[src/dfd_config.svh]
/* Build-time sizes of the debug trace block.
   Included wherever a size or a bus width is needed. */

`ifndef DFD_CONFIG_SVH
`define DFD_CONFIG_SVH

// Trace units and their debug inputs
`define DFD_NUM_UNITS 4
`define DFD_HW_WORDS 16
`define DFD_WORD_W 16

// Per-unit sequence number
`define DFD_SEQ_W 9

// Trace buffer entries
`define DFD_FIFO_DEPTH 32

// Wishbone classic slave
`define DFD_WB_ADDR_W 8
`define DFD_WB_DATA_W 32

`endif

[src/dfdPkg.sv]
/* Types shared by the trace units, the funnel and the register block.
   Import with dfdPkg::* in the module header. */

`default_nettype none

`include "dfd_config.svh"

package dfdPkg;

  localparam int SEL_W = $clog2(`DFD_HW_WORDS);
  localparam int UNIT_ID_W = $clog2(`DFD_NUM_UNITS);
  localparam int LEVEL_W = $clog2(`DFD_FIFO_DEPTH) + 1;
  localparam int DROP_CNT_W = 16;
  localparam int REG_IDX_W = 4;

  typedef logic [`DFD_WORD_W-1:0] hwWord_t;
  typedef logic [`DFD_SEQ_W-1:0] seq_t;

  // One buffer entry as seen by the funnel
  typedef struct packed {
    logic valid;
    logic [UNIT_ID_W-1:0] unitId;
    logic [SEL_W-1:0] muxSel;
    seq_t seq;
    hwWord_t data;
  } traceEntry_s;

  // Same entry as the raw bus word
  typedef union packed {
    traceEntry_s pkt;
    logic [`DFD_WB_DATA_W-1:0] raw;
  } traceEntry_u;

  typedef struct packed {
    logic [SEL_W-1:0] muxSel;
    logic traceEn;
    logic stallMode;
  } unitCfg_s;

  typedef enum logic [REG_IDX_W-1:0] {
    REG_STATUS = 4'd0,
    REG_DATA = 4'd1,
    REG_UNIT_CFG0 = 4'd2,
    REG_UNIT_CFG1 = 4'd3,
    REG_UNIT_CFG2 = 4'd4,
    REG_UNIT_CFG3 = 4'd5,
    REG_DROP_COUNT0 = 4'd6,
    REG_DROP_COUNT1 = 4'd7,
    REG_DROP_COUNT2 = 4'd8,
    REG_DROP_COUNT3 = 4'd9
  } regIdx_e;

endpackage

`default_nettype wire

[src/dfdIfs.sv]
/* Connections between the register block, the trace units and the funnel.
   One instance of each interface per trace unit. */

`default_nettype none

// Unit configuration from the registers, drop count back to them
interface unitCfgIf
  import dfdPkg::*;
();
  logic [SEL_W-1:0] muxSel;
  logic traceEn;
  logic stallMode;
  logic [DROP_CNT_W-1:0] dropCount;

  modport regs(
    output muxSel,
    output traceEn,
    output stallMode,
    input dropCount
  );

  modport unit(
    input muxSel,
    input traceEn,
    input stallMode,
    output dropCount
  );
endinterface

// Valid/ready stream of captured samples
interface traceStreamIf
  import dfdPkg::*;
();
  logic valid;
  logic ready;
  logic [SEL_W-1:0] muxSel;
  seq_t seq;
  hwWord_t data;

  modport source(
    output valid,
    output muxSel,
    output seq,
    output data,
    input ready
  );

  modport sink(
    input valid,
    input muxSel,
    input seq,
    input data,
    output ready
  );
endinterface

`default_nettype wire

[src/dfdRegs.sv]
/* Wishbone classic register block. Holds the per-unit trace configuration,
   returns drop counts and buffer level, and pops the buffer on DATA reads. */

`default_nettype none

`include "dfd_config.svh"

module dfdRegs
  import dfdPkg::*;
(
  input  logic                      clk,
  input  logic                      i_arstN,
  input  logic                      i_wbCyc,
  input  logic                      i_wbStb,
  input  logic                      i_wbWe,
  input  logic [`DFD_WB_ADDR_W-1:0] i_wbAdr,
  input  logic [`DFD_WB_DATA_W-1:0] i_wbDat,
  output logic [`DFD_WB_DATA_W-1:0] o_wbDat,
  output logic                      o_wbAck,
  unitCfgIf.regs                    o_cfg [`DFD_NUM_UNITS],
  input  logic [LEVEL_W-1:0]        i_level,
  input  traceEntry_u               i_head,
  output logic                      o_pop
);

  localparam int DATA_W = `DFD_WB_DATA_W;
  localparam int WORD_IDX_W = `DFD_WB_ADDR_W - 2;
  localparam int NUM_REGS = 2 + 2 * `DFD_NUM_UNITS;
  localparam int CFG_W = $bits(unitCfg_s);

  logic [WORD_IDX_W-1:0] wordIdx;
  logic mapped;
  regIdx_e regIdx;
  logic isCfg;
  logic isDrop;
  logic [UNIT_ID_W-1:0] unitSel;
  logic req;
  logic wrEn;
  logic ackQ;
  logic [DATA_W-1:0] rdData;
  unitCfg_s cfgQ [`DFD_NUM_UNITS];
  logic [DROP_CNT_W-1:0] dropCounts [`DFD_NUM_UNITS];

  // ************************************************************************
  // Address decode
  // ************************************************************************

  assign wordIdx = i_wbAdr[`DFD_WB_ADDR_W-1:2];
  assign mapped = wordIdx < WORD_IDX_W'(NUM_REGS);
  assign regIdx = regIdx_e'(wordIdx[REG_IDX_W-1:0]);

  always_comb begin
    isCfg = mapped && (regIdx inside {[REG_UNIT_CFG0:REG_UNIT_CFG3]});
    isDrop = mapped && (regIdx inside {[REG_DROP_COUNT0:REG_DROP_COUNT3]});
    // Low bits give the unit in both the CFG and DROP_COUNT groups
    unitSel = UNIT_ID_W'(regIdx - REG_UNIT_CFG0);
  end

  always_comb begin
    rdData = '0;
    if (isCfg) begin
      rdData = DATA_W'(cfgQ[unitSel]);
    end else if (isDrop) begin
      rdData = DATA_W'(dropCounts[unitSel]);
    end else if (mapped && regIdx == REG_STATUS) begin
      rdData = DATA_W'(i_level);
    end else if (mapped && regIdx == REG_DATA) begin
      rdData = i_head.raw;
    end
  end

  // ************************************************************************
  // Bus handshake and configuration
  // ************************************************************************

  assign req = i_wbCyc && i_wbStb;
  // Writes land on the first cycle of the access
  assign wrEn = req && i_wbWe && !ackQ;

  always_ff @(posedge clk or negedge i_arstN) begin
    if (!i_arstN) begin
      ackQ <= 1'b0;
    end else begin
      ackQ <= req && !ackQ;
    end
  end

  always_ff @(posedge clk or negedge i_arstN) begin
    if (!i_arstN) begin
      for (int u = 0; u < `DFD_NUM_UNITS; u++) begin
        cfgQ[u] <= '0;
      end
    end else if (wrEn && isCfg) begin
      cfgQ[unitSel] <= unitCfg_s'(i_wbDat[CFG_W-1:0]);
    end
  end

  assign o_wbAck = ackQ;
  assign o_wbDat = rdData;
  assign o_pop = ackQ && req && !i_wbWe && mapped && regIdx == REG_DATA;

  for (genvar g = 0; g < `DFD_NUM_UNITS; g++) begin : gCfg
    assign o_cfg[g].muxSel = cfgQ[g].muxSel;
    assign o_cfg[g].traceEn = cfgQ[g].traceEn;
    assign o_cfg[g].stallMode = cfgQ[g].stallMode;
    assign dropCounts[g] = o_cfg[g].dropCount;
  end

  // Host keeps the request up until it sees ack
  aAckInCycle: assert property (@(posedge clk) disable iff (!i_arstN)
    o_wbAck |-> i_wbCyc && i_wbStb);

endmodule

`default_nettype wire

[src/dfdTop.sv]
/* Top of the debug trace block. Wishbone host port, per-unit debug words
   and trace control in, stall flags out. */

`default_nettype none

`include "dfd_config.svh"

module dfdTop
  import dfdPkg::*;
(
  input  logic                                           clk,
  input  logic                                           i_arstN,
  // Wishbone classic slave
  input  logic                                           i_wbCyc,
  input  logic                                           i_wbStb,
  input  logic                                           i_wbWe,
  input  logic [`DFD_WB_ADDR_W-1:0]                      i_wbAdr,
  input  logic [`DFD_WB_DATA_W-1:0]                      i_wbDat,
  output logic [`DFD_WB_DATA_W-1:0]                      o_wbDat,
  output logic                                           o_wbAck,
  // Debug words and trace control, per unit
  input  hwWord_t [`DFD_NUM_UNITS-1:0][`DFD_HW_WORDS-1:0] i_hw,
  input  logic [`DFD_NUM_UNITS-1:0]                      i_timeTick,
  input  logic [`DFD_NUM_UNITS-1:0]                      i_traceStart,
  input  logic [`DFD_NUM_UNITS-1:0]                      i_traceStop,
  input  logic [`DFD_NUM_UNITS-1:0]                      i_tracePulse,
  output logic [`DFD_NUM_UNITS-1:0]                      o_stall
);

  logic [LEVEL_W-1:0] level;
  traceEntry_u head;
  logic pop;

  unitCfgIf cfgIf [`DFD_NUM_UNITS] ();
  traceStreamIf streamIf [`DFD_NUM_UNITS] ();

  dfdRegs uRegs (
    .clk     (clk),
    .i_arstN (i_arstN),
    .i_wbCyc (i_wbCyc),
    .i_wbStb (i_wbStb),
    .i_wbWe  (i_wbWe),
    .i_wbAdr (i_wbAdr),
    .i_wbDat (i_wbDat),
    .o_wbDat (o_wbDat),
    .o_wbAck (o_wbAck),
    .o_cfg   (cfgIf),
    .i_level (level),
    .i_head  (head),
    .o_pop   (pop)
  );

  for (genvar g = 0; g < `DFD_NUM_UNITS; g++) begin : gUnit
    traceUnit uUnit (
      .clk          (clk),
      .i_arstN      (i_arstN),
      .i_hw         (i_hw[g]),
      .i_timeTick   (i_timeTick[g]),
      .i_traceStart (i_traceStart[g]),
      .i_traceStop  (i_traceStop[g]),
      .i_tracePulse (i_tracePulse[g]),
      .io_cfg       (cfgIf[g]),
      .o_stream     (streamIf[g]),
      .o_stall      (o_stall[g])
    );
  end

  traceFunnel uFunnel (
    .clk       (clk),
    .i_arstN   (i_arstN),
    .i_streams (streamIf),
    .i_pop     (pop),
    .o_level   (level),
    .o_head    (head)
  );

endmodule

`default_nettype wire

[src/traceFunnel.sv]
/* Funnels the trace unit streams into one trace buffer. Round-robin grant,
   one entry per cycle, read by the register block from the head. */

`default_nettype none

`include "dfd_config.svh"

module traceFunnel
  import dfdPkg::*;
(
  input  logic               clk,
  input  logic               i_arstN,
  traceStreamIf.sink         i_streams [`DFD_NUM_UNITS],
  input  logic               i_pop,
  output logic [LEVEL_W-1:0] o_level,
  output traceEntry_u        o_head
);

  localparam int N = `DFD_NUM_UNITS;
  localparam int DEPTH = `DFD_FIFO_DEPTH;
  localparam int PTR_W = LEVEL_W - 1;

  logic [N-1:0] valids;
  logic [N-1:0] grant;
  traceEntry_s entries [N];
  logic [UNIT_ID_W-1:0] rrPtrQ;
  logic [UNIT_ID_W-1:0] winner;
  logic found;
  logic full;
  logic empty;
  logic push;
  logic pop;
  traceEntry_u pushEntry;
  logic [PTR_W:0] wrPtrQ;
  logic [PTR_W:0] rdPtrQ;
  traceEntry_u mem [DEPTH];

  for (genvar g = 0; g < N; g++) begin : gIn
    assign valids[g] = i_streams[g].valid;
    assign entries[g] = '{
      valid: 1'b1,
      unitId: UNIT_ID_W'(g),
      muxSel: i_streams[g].muxSel,
      seq: i_streams[g].seq,
      data: i_streams[g].data
    };
    assign i_streams[g].ready = grant[g];
  end

  // ************************************************************************
  // Round-robin arbiter
  // ************************************************************************

  always_comb begin
    logic [UNIT_ID_W-1:0] idx;
    found = 1'b0;
    winner = rrPtrQ;
    // First valid unit at or after the pointer
    for (int k = 0; k < N; k++) begin
      idx = rrPtrQ + UNIT_ID_W'(k);
      if (!found && valids[idx]) begin
        found = 1'b1;
        winner = idx;
      end
    end
  end

  assign grant = (found && !full) ? N'(1) << winner : '0;
  assign push = |grant;

  always_ff @(posedge clk or negedge i_arstN) begin
    if (!i_arstN) begin
      rrPtrQ <= '0;
    end else if (push) begin
      rrPtrQ <= winner + 1'b1;
    end
  end

  // ************************************************************************
  // Trace buffer
  // ************************************************************************

  always_comb begin
    pushEntry.pkt = entries[winner];
  end

  assign o_level = wrPtrQ - rdPtrQ;
  assign full = o_level == LEVEL_W'(DEPTH);
  assign empty = o_level == '0;
  assign pop = i_pop && !empty;

  always_ff @(posedge clk or negedge i_arstN) begin
    if (!i_arstN) begin
      wrPtrQ <= '0;
      rdPtrQ <= '0;
    end else begin
      if (push) begin
        wrPtrQ <= wrPtrQ + 1'b1;
      end
      if (pop) begin
        rdPtrQ <= rdPtrQ + 1'b1;
      end
    end
  end

  always_ff @(posedge clk) begin
    if (push) begin
      mem[wrPtrQ[PTR_W-1:0]] <= pushEntry;
    end
  end

  assign o_head = empty ? '0 : mem[rdPtrQ[PTR_W-1:0]];

  // A full buffer only shrinks by the pop of that cycle
  aNoPushFull: assert property (@(posedge clk) disable iff (!i_arstN)
    full |=> o_level == LEVEL_W'(DEPTH) - LEVEL_W'($past(pop)));

endmodule

`default_nettype wire

[src/traceUnit.sv]
/* One trace instance. Selects a debug word, follows start/stop/pulse
   control, and offers each sample with its sequence number to the funnel. */

`default_nettype none

`include "dfd_config.svh"

module traceUnit
  import dfdPkg::*;
(
  input  logic                             clk,
  input  logic                             i_arstN,
  input  hwWord_t [`DFD_HW_WORDS-1:0]      i_hw,
  input  logic                             i_timeTick,
  input  logic                             i_traceStart,
  input  logic                             i_traceStop,
  input  logic                             i_tracePulse,
  unitCfgIf.unit                           io_cfg,
  traceStreamIf.source                     o_stream,
  output logic                             o_stall
);

  logic activeQ;
  logic capture;
  logic blocked;
  logic validQ;
  hwWord_t selWord;
  seq_t seqCntQ;
  logic [DROP_CNT_W-1:0] dropCntQ;
  logic [SEL_W-1:0] muxSelQ;
  seq_t seqQ;
  hwWord_t dataQ;

  assign selWord = i_hw[io_cfg.muxSel];
  // Tick needs the active flag, a pulse does not
  assign capture = io_cfg.traceEn && ((activeQ && i_timeTick) || i_tracePulse);
  assign blocked = validQ && !o_stream.ready;

  always_ff @(posedge clk or negedge i_arstN) begin
    if (!i_arstN) begin
      activeQ <= 1'b0;
    end else if (i_traceStop) begin
      activeQ <= 1'b0;
    end else if (i_traceStart) begin
      activeQ <= 1'b1;
    end
  end

  always_ff @(posedge clk or negedge i_arstN) begin
    if (!i_arstN) begin
      validQ <= 1'b0;
      seqCntQ <= '0;
      dropCntQ <= '0;
    end else begin
      if (capture) begin
        seqCntQ <= seqCntQ + 1'b1;
      end
      if (capture && blocked) begin
        dropCntQ <= dropCntQ + 1'b1;
      end else if (capture) begin
        validQ <= 1'b1;
      end else if (o_stream.ready) begin
        validQ <= 1'b0;
      end
    end
  end

  // Output payload
  always_ff @(posedge clk) begin
    if (capture && !blocked) begin
      muxSelQ <= io_cfg.muxSel;
      seqQ <= seqCntQ;
      dataQ <= selWord;
    end
  end

  assign o_stream.valid = validQ;
  assign o_stream.muxSel = muxSelQ;
  assign o_stream.seq = seqQ;
  assign o_stream.data = dataQ;
  assign io_cfg.dropCount = dropCntQ;
  assign o_stall = blocked && io_cfg.stallMode;

  aHoldPayload: assert property (@(posedge clk) disable iff (!i_arstN)
    validQ && !o_stream.ready |=> validQ && $stable({muxSelQ, seqQ, dataQ}));

endmodule

`default_nettype wire
[config.mk]
export PLATFORM = sky130hd
export DESIGN_NAME = dfdTop
export DESIGN_NICKNAME = d
export VERILOG_FILES = /design/src/dfdPkg.sv /design/src/dfdIfs.sv /design/src/dfdRegs.sv /design/src/dfdTop.sv /design/src/traceFunnel.sv /design/src/traceUnit.sv
export VERILOG_INCLUDE_DIRS = /design/src
export SDC_FILE = /design/constraint.sdc
export NUM_CORES = 2
export LEC_CHECK = 0
export BUFFER_PORTS_ARGS = -buffer_cell sky130_fd_sc_hd__buf_2
export CORE_AREA = 4 4 439 441
export DETAILED_ROUTE_END_ITERATION = 10
export DIE_AREA = 0 0 443 445
export GPL_TIMING_DRIVEN = 0
export PLACE_DENSITY_LB_ADDON = 0.05
export SLEW_MARGIN = 0
export SYNTH_ARGS = -nofsm -noshare
export SYNTH_HDL_FRONTEND = slang
export SYNTH_SLANG_ARGS = --single-unit
[constraint.sdc]
create_clock -name clk -period 6.7 [get_ports clk]
set_input_delay 0.335 -clock clk [delete_from_list [all_inputs] [get_ports clk]]
set_output_delay 0.335 -clock clk [all_outputs]
set_load 0.02 [all_outputs]
Word level (Yosys, flattened, before mapping)

Memories as Yosys holds them, arrays and structs flattened.
Index checks and enable logic that the tools add are counted.

Memories: 1
Latch bits: 0
Word-level logic and storage cells: 224
ROM bits: 0
RAM bits: 1024
Flip-flop bits (word level): 263

Memory list:

| memory      | words | bits a word | read ports | clocked after memory_dff | wr ports | RTL line          | source |
|---|---|---|---|---|---|---|---|
| uFunnel.mem | 32    | 32          | 1          | 0                        | 1        | traceFunnel.sv:36 | `traceEntry_u mem [DEPTH];` |

$lt $le $gt $ge: 16
Multiplexer cells: 59
Multipliers: 0
Shift-type cells: 1
Add/subtract/negate cells: 16
Divide/modulo/power cells: 0
Reductions and logical operators: 79
Equal/unequal tests: 2
Bitwise operators: 6

Operators with widths:

| kind                                                                         | number |
|---|---|
| 16-bit binary-select mux with 4-bit select                                   | 4 |
| 32-bit 2-to-1 mux                                                            | 7 |
| 16-bit 2-to-1 mux                                                            | 6 |
| 16-bit by 1-bit adder with 16-bit output, second input constant              | 4 |
| 32-bit binary-select mux with 2-bit select                                   | 1 |
| 1-bit logical AND                                                            | 45 |
| 9-bit by 1-bit adder with 9-bit output, second input constant                | 4 |
| 16-bit binary-select mux with 2-bit select                                   | 1 |
| 1-bit 2-to-1 mux                                                             | 26 |
| 24-bit bitwise mux                                                           | 1 |
| 4-bit by 5-bit less-than comparator with 1-bit output, second input constant | 4 |
| 6-bit 2-to-1 mux                                                             | 3 |
| 2-bit nonzero test                                                           | 8 |
| 1-bit zero test                                                              | 15 |
| 6-bit by 1-bit adder with 6-bit output, second input constant                | 2 |
| 6-bit binary-select mux with 2-bit select                                    | 1 |
| 6-bit demux with 2-bit select                                                | 1 |
| 2-bit by 3-bit less-than comparator with 1-bit output, second input constant | 4 |
| 1-bit binary-select mux with 2-bit select                                    | 4 |
| 2-bit AND reduction                                                          | 4 |
| 6-bit equality test, second input constant                                   | 1 |
| 3-bit >= comparator, second input constant                                   | 2 |
| 6-bit zero test                                                              | 1 |
| 6-bit by 4-bit less-than comparator with 1-bit output, second input constant | 1 |
| 18 further kinds                                                             | 29 |

Depth between registers and ports, before layout

Depth in word-level cells: 19
Mapped depth: 15

Hierarchy

A second synthesis with hierarchy kept.

Cell total of the unflattened synthesis: 3434
Area, all modules: 58247.1 um2

By module, submodules not included:

| module      | instances | area each (um2) | cells each | sequential area each (um2) |
|---|---|---|---|---|
| traceFunnel | 1         | 40111.0         | 2165       | 30138.9 |
| traceUnit   | 4         | 4012.6          | 276        | 1546.5 |
| dfdRegs     | 1         | 2085.8          | 165        | 625.6 |

Least setup slack after synthesis

Ideal clock, no wire load.

Path kind: register to register
Start: reg uFunnel.rdPtrQ[3]
End: mem uFunnel.mem[28][0] in the netlist's numbering (enable)
Clock period less this slack: 4.744 ns
Cell stages (with the launch flop): 14
Library setup time: 0.419 ns
Path slack: 1.956 ns
Path buffers: 4
Arrival time: 4.325 ns
Cells stage by stage: dfrtp_1 -> clkinv_1 -> buf_2 -> buf_1 -> ha_1 -> o21ai_0 -> a21oi_1 -> a31o_1 -> o211ai_4 -> and3_1 -> buf_2 -> buf_4 -> nand2_2 -> nor2_1

Longest elaborated chain between the ends: 8

Ends and longest elaborated chain:

| what                                   | RTL line           | source |
|---|---|---|
| from (decl)                            | traceFunnel.sv:35  | `logic [PTR_W:0] rdPtrQ;` |
| from (signal assigned)                 | traceFunnel.sv:101 | `rdPtrQ <= rdPtrQ + 1'b1;` |
| 6-bit subtractor                       | traceFunnel.sv:87  | `assign o_level = wrPtrQ - rdPtrQ;` |
| 6-bit equality test                    | traceFunnel.sv:88  | `assign full = o_level == LEVEL_W'(DEPTH);` |
| 1-bit zero test                        | traceFunnel.sv:68  | `assign grant = (found && !full) ? N'(1) << winner : '0;` |
| 1-bit logical AND                      | traceFunnel.sv:68  |  |
| 4-bit 2-to-1 mux                       | traceFunnel.sv:68  |  |
| 4-bit OR reduction                     | traceFunnel.sv:69  | `assign push = \|grant;` |
| 1-bit 2-to-1 mux                       | traceFunnel.sv:107 | `if (push) begin` |
| 1-bit 2-to-1 mux (implied by the code) | traceFunnel.sv:108 | `mem[wrPtrQ[PTR_W-1:0]] <= pushEntry;` |
| to (decl)                              | traceFunnel.sv:36  |  |

No other way between the ends.

Worst setup path in the final report

Start: reg uFunnel.rdPtrQ[4]
End: out o_wbDat[1]

Longest elaborated chain between the ends: 7
Elaborated cells on any way between the ends: 8

Ends and longest elaborated chain:

| what                  | RTL line           | source |
|---|---|---|
| 6-bit subtractor      | traceFunnel.sv:87  |  |
| 6-bit zero test       | traceFunnel.sv:89  | `assign empty = o_level == '0;` |
| 32-bit 2-to-1 mux (*) | traceFunnel.sv:112 | `assign o_head = empty ? '0 : mem[rdPtrQ[PTR_W-1:0]];` |
| 32-bit 2-to-1 mux (*) | dfdRegs.sv:67      | `end else if (mapped && regIdx == REG_DATA) begin` |
| 32-bit 2-to-1 mux (*) | dfdRegs.sv:65      | `end else if (mapped && regIdx == REG_STATUS) begin` |
| 32-bit 2-to-1 mux (*) | dfdRegs.sv:63      | `end else if (isDrop) begin` |
| 32-bit 2-to-1 mux (*) | dfdRegs.sv:61      | `if (isCfg) begin` |
| to (decl)             | dfdTop.sv:19       | `` output logic [`DFD_WB_DATA_W-1:0] o_wbDat, `` |

Mark *: on every way between the ends. The rest lies on a longest branch, timed or not.

==> results.txt <==
Power per cell area = 397.1 mW/mm^2
Share of layout cells above drive strength 1 = 0.4999
CTS tree = yes
Post-Syn Area per Cell = 19.58 um^2
Crit. End Element = primary output
Synth Area in XOR/XNOR = 0.01637
CP Launch Type = flop
Tot Pwr = 0.02898 W
Seq/Total Area, Yosys = 0.6455
Final Util = 0.3857
Async set-reset flop share out of synthesis = 0.1171
Syn Nets = 4032
Initial antenna violation count = 119
Arrival @ worst endpoint = 5.89 ns
WP data required = 6.36 ns
Die height = 445 um
Post-synthesis mux area share = 0.2627
Status = finished clean
P&R area growth vs syn = 27.48%
CTS Buffer Depth = 3
Simple-gate share of the synthesized area = 0.03956
Clk_lat worst skew = 0.78 ns
Largest net degree at the start of global routing = 80
First-pass GRT wire length = 366.1 mm
IO buf count = 1092
Total routed wirelength = 279.0 mm
GP Congestion = 0.9699
H-tree depth = 4
Clock Sinks = 1255
Post-synthesis compound-gate area fraction = 0.01445
Vias per inst = 5.365
YS warnings = 0
Synth unique cells = 60
Final Skew = 0.03774 ns
Overall routing resource usage = 0.2796
Hpwl dp = 225.7 mm
1st-iter DRT viols = 3545
Core Footprint = 0.1892 mm^2
Layout Nets = 5356
Primary FF master, synth = edfxtp_1
Vias in the first global route = 38720
Initial Utilization = 0.3026
Num ports = 1122
Crit Path Class = flop to primary output
CTS buffer count = 144
Worst VDD drop = 0.4622 mV
Die ar. = 0.1971 mm^2
First-pass detailed-route iteration total = 7
F_max = 160.6 MHz
Min-delay worst type = primary input to flop
Cells after synthesis = 2924
Final hold vios = 0
Flops & latches, synth = 1255
Routed len/inst = 40.36 um
Period utilization = 0.9296
Antenna-violating nets left = 0
Max FO, Critical Path = 11
Adder-cell share of the synthesized area = 0.005158
Number of synthesized flops with an enable pin = 1108
Die X = 443 um
Grt ovf = 0
Crit path time final = 6.228 ns
RSZ-0062 raised after global routing = false
Standard-cell row count = 160
CTS clk-pin slew, worst paths = 0.06 ns
# DRC = 0
Maxcap violations = 0
Mapped cell area = 0.05724 mm^2
CTS Root Cell = clkbuf_16
Static Leak = 25.40 nW
Setup violators final = 0
Largest family of logic cells by synthesized area = multiplexers
Max Slew Vio Count = 0
Worst slew pin tran = 1.438 ns
Routed vias = 37080
Max_slew headroom = 0.04118
[logic make-up (layout without fill, tap and decap cells)]
group | after synthesis | count (layout)
simple gates | 480 | 480
compound gates | 123 | 123
buf+inv | 224 | 1659
other cells | 0 | 42
mux | 712 | 712
xor+xnor | 107 | 107
flops | 1255 | 1255
fa+ha+maj | 23 | 23
[layer usage]
layer | GRT usage | part of all wire
met2 | 0.4638 | 0.49
met1 | 0.3578 | 0.40
met5 | 0 | 0.0014
met4 | 0.08364 | 0.033
met3 | 0.07778 | 0.080
[area by class of cell]
type                            instances  area [um^2]
Clock inverter                         69        783.3
Fill cell                           17620       116200
Inverter                               29        108.9
Buffer                                195        835.8
Multi-Input combinational cell       1445        20070
Timing Repair Buffer                 1178         7137
Clock buffer                          188         3840
Antenna cell                           42        105.1
Sequential cell                      1255        36950
Tap cell                             2511         3142
[report_power, final]
| group | leakage (nW) | internal [W] | total (W) | switching (W) |
|---|---|---|---|---|
| sequential | 12.1 | 0.0120 | 0.0122 | 0.000169 |
| combinational | 11.1 | 0.00261 | 0.00902 | 0.00641 |
| clock | 2.23 | 0.00450 | 0.00778 | 0.00328 |
[registers in the layout (all words and copies together) (netlist names)]
| signal | flops |
|---|---|
| gUnit.uUnit.activeQ | 4 |
| uFunnel.wrPtrQ | 6 |
| uRegs.o_cfg.traceEn | 4 |
| gUnit.uUnit.o_stream.seq | 36 |
| uRegs.o_cfg.muxSel | 16 |
| gUnit.uUnit.o_stream.data | 64 |
| uFunnel.rdPtrQ | 6 |
| uRegs.o_wbAck | 1 |
| uFunnel.mem | 992 |
| gUnit.uUnit.o_stream.muxSel | 16 |
| uRegs.o_cfg.stallMode | 4 |
| gUnit.uUnit.o_stream.valid | 4 |
| uFunnel.rrPtrQ | 2 |
| gUnit.uUnit.seqCntQ | 36 |
| gUnit.uUnit.io_cfg.dropCount | 64 |
[worst max-delay path, cell delays in order, from the launching register on]
cell and delay [ns]:
dfrtp_1 0.52, inv_2 0.28, buf_1 0.70, clkdlybuf4s15_2 0.64, ha_1 0.41, and2_0 0.20, o21a_1 0.16, a31o_1 0.23
nor2_1 0.11, a21o_1 0.11, buf_2 0.35, inv_2 0.10, buf_2 0.23, a221oi_1 0.62, nor2_1 0.22, buf_2 0.22
[Yosys cell counts, types with 7 or more instances]
cell type,count,area share
buf_1,39,0.0026
dfrtp_1,147,0.064
buf_2,53,0.0046
xnor2_1,95,0.015
clkbuf_1,97,0.0064
mux2i_1,40,0.0070
nand2_1,205,0.013
edfxtp_1,1108,0.58
nand3_1,41,0.0036
nand4_1,40,0.0044
a21oi_1,32,0.0028
a31oi_1,29,0.0032
xor2_1,12,0.0018
nor2_1,83,0.0054
and3_1,53,0.0058
ha_1,22,0.0048
mux2_2,43,0.0085
nor3_1,10,0.00087
and4_1,7,0.0011
inv_1,24,0.0016
mux4_2,628,0.25
and2_1,11,0.0012
o22ai_1,22,0.0024
[stage by stage]
step	area, um^2	hold WS (ns)	cells	setup TNS [ns]	setup slack, ns
CTS	72870	0.03092	6870	0	0.2271
finish	72980	0.08059	6912	0	0.4717
global route	72920	0.01001	6889	0	0.2520
floorplan	57240	0.03941	2924	0	1.956
global placement	65850	0.4286	6527	-2106.83	-2.806
detailed placement	68100	0.3556	6599	0	0.1544
[worst paths after layout]
kind	endpoint	cells past startpoint	slack, ns	startpoint
worst max-delay path	o_wbDat[1]	15	0.47	uFunnel.rdPtrQ[4]$_DFFE_PN0P_
worst min-delay path	uRegs.o_cfg[1].muxSel[1]$_DFFE_PN0P_	2	0.08	i_wbDat[3]
worst max register to register	uFunnel.mem[7][17]$_DFFE_PP_	13	0.61	uFunnel.rdPtrQ[4]$_DFFE_PN0P_
worst min register to register	gUnit[2].uUnit.o_stream.muxSel[2]$_DFFE_PP_	0	0.45	uRegs.o_cfg[2].muxSel[2]$_DFFE_PN0P_
max in group asynchronous	uRegs.o_cfg[3].muxSel[0]$_DFFE_PN0P_	3	5.60	i_arstN
min in group asynchronous	gUnit[3].uUnit.activeQ$_DFFE_PN0P_	2	0.12	i_arstN
[layout by cell type, fill, tap and decap left out, types with 7 or more instances in the layout]
cell type	synthesis	layout
a21oi_1	32	31
a31oi_4	0	28
and2_1	11	11
and3_1	53	53
and4_1	7	7
buf_1	39	35
buf_12	0	57
buf_16	0	13
buf_2	53	1147
bufinv_16	0	11
clkbuf_1	97	132
clkbuf_16	0	145
clkinv_1	2	29
clkinv_2	0	13
dfrtp_1	147	147
diode_2	0	42
dlygate4sd3_1	0	14
edfxtp_1	1108	1108
ha_1	22	22
inv_1	24	24
mux2_2	43	43
mux2i_1	40	40
mux4_2	628	628
nand2_1	205	205
nand3_1	41	41
nand4_1	40	40
nor2_1	83	50
nor2_4	0	33
nor3_1	10	9
o22ai_1	22	22
xnor2_1	95	95
xor2_1	12	12
[repair_timing]
item	in CTS	in global routing
hold buffers	14	0
setup endpoints to repair	2	0
gates resized for setup	2	0
hold endpoints to repair	83	0
buffers inserted	0	0
(Power assumes the default switching activity.)
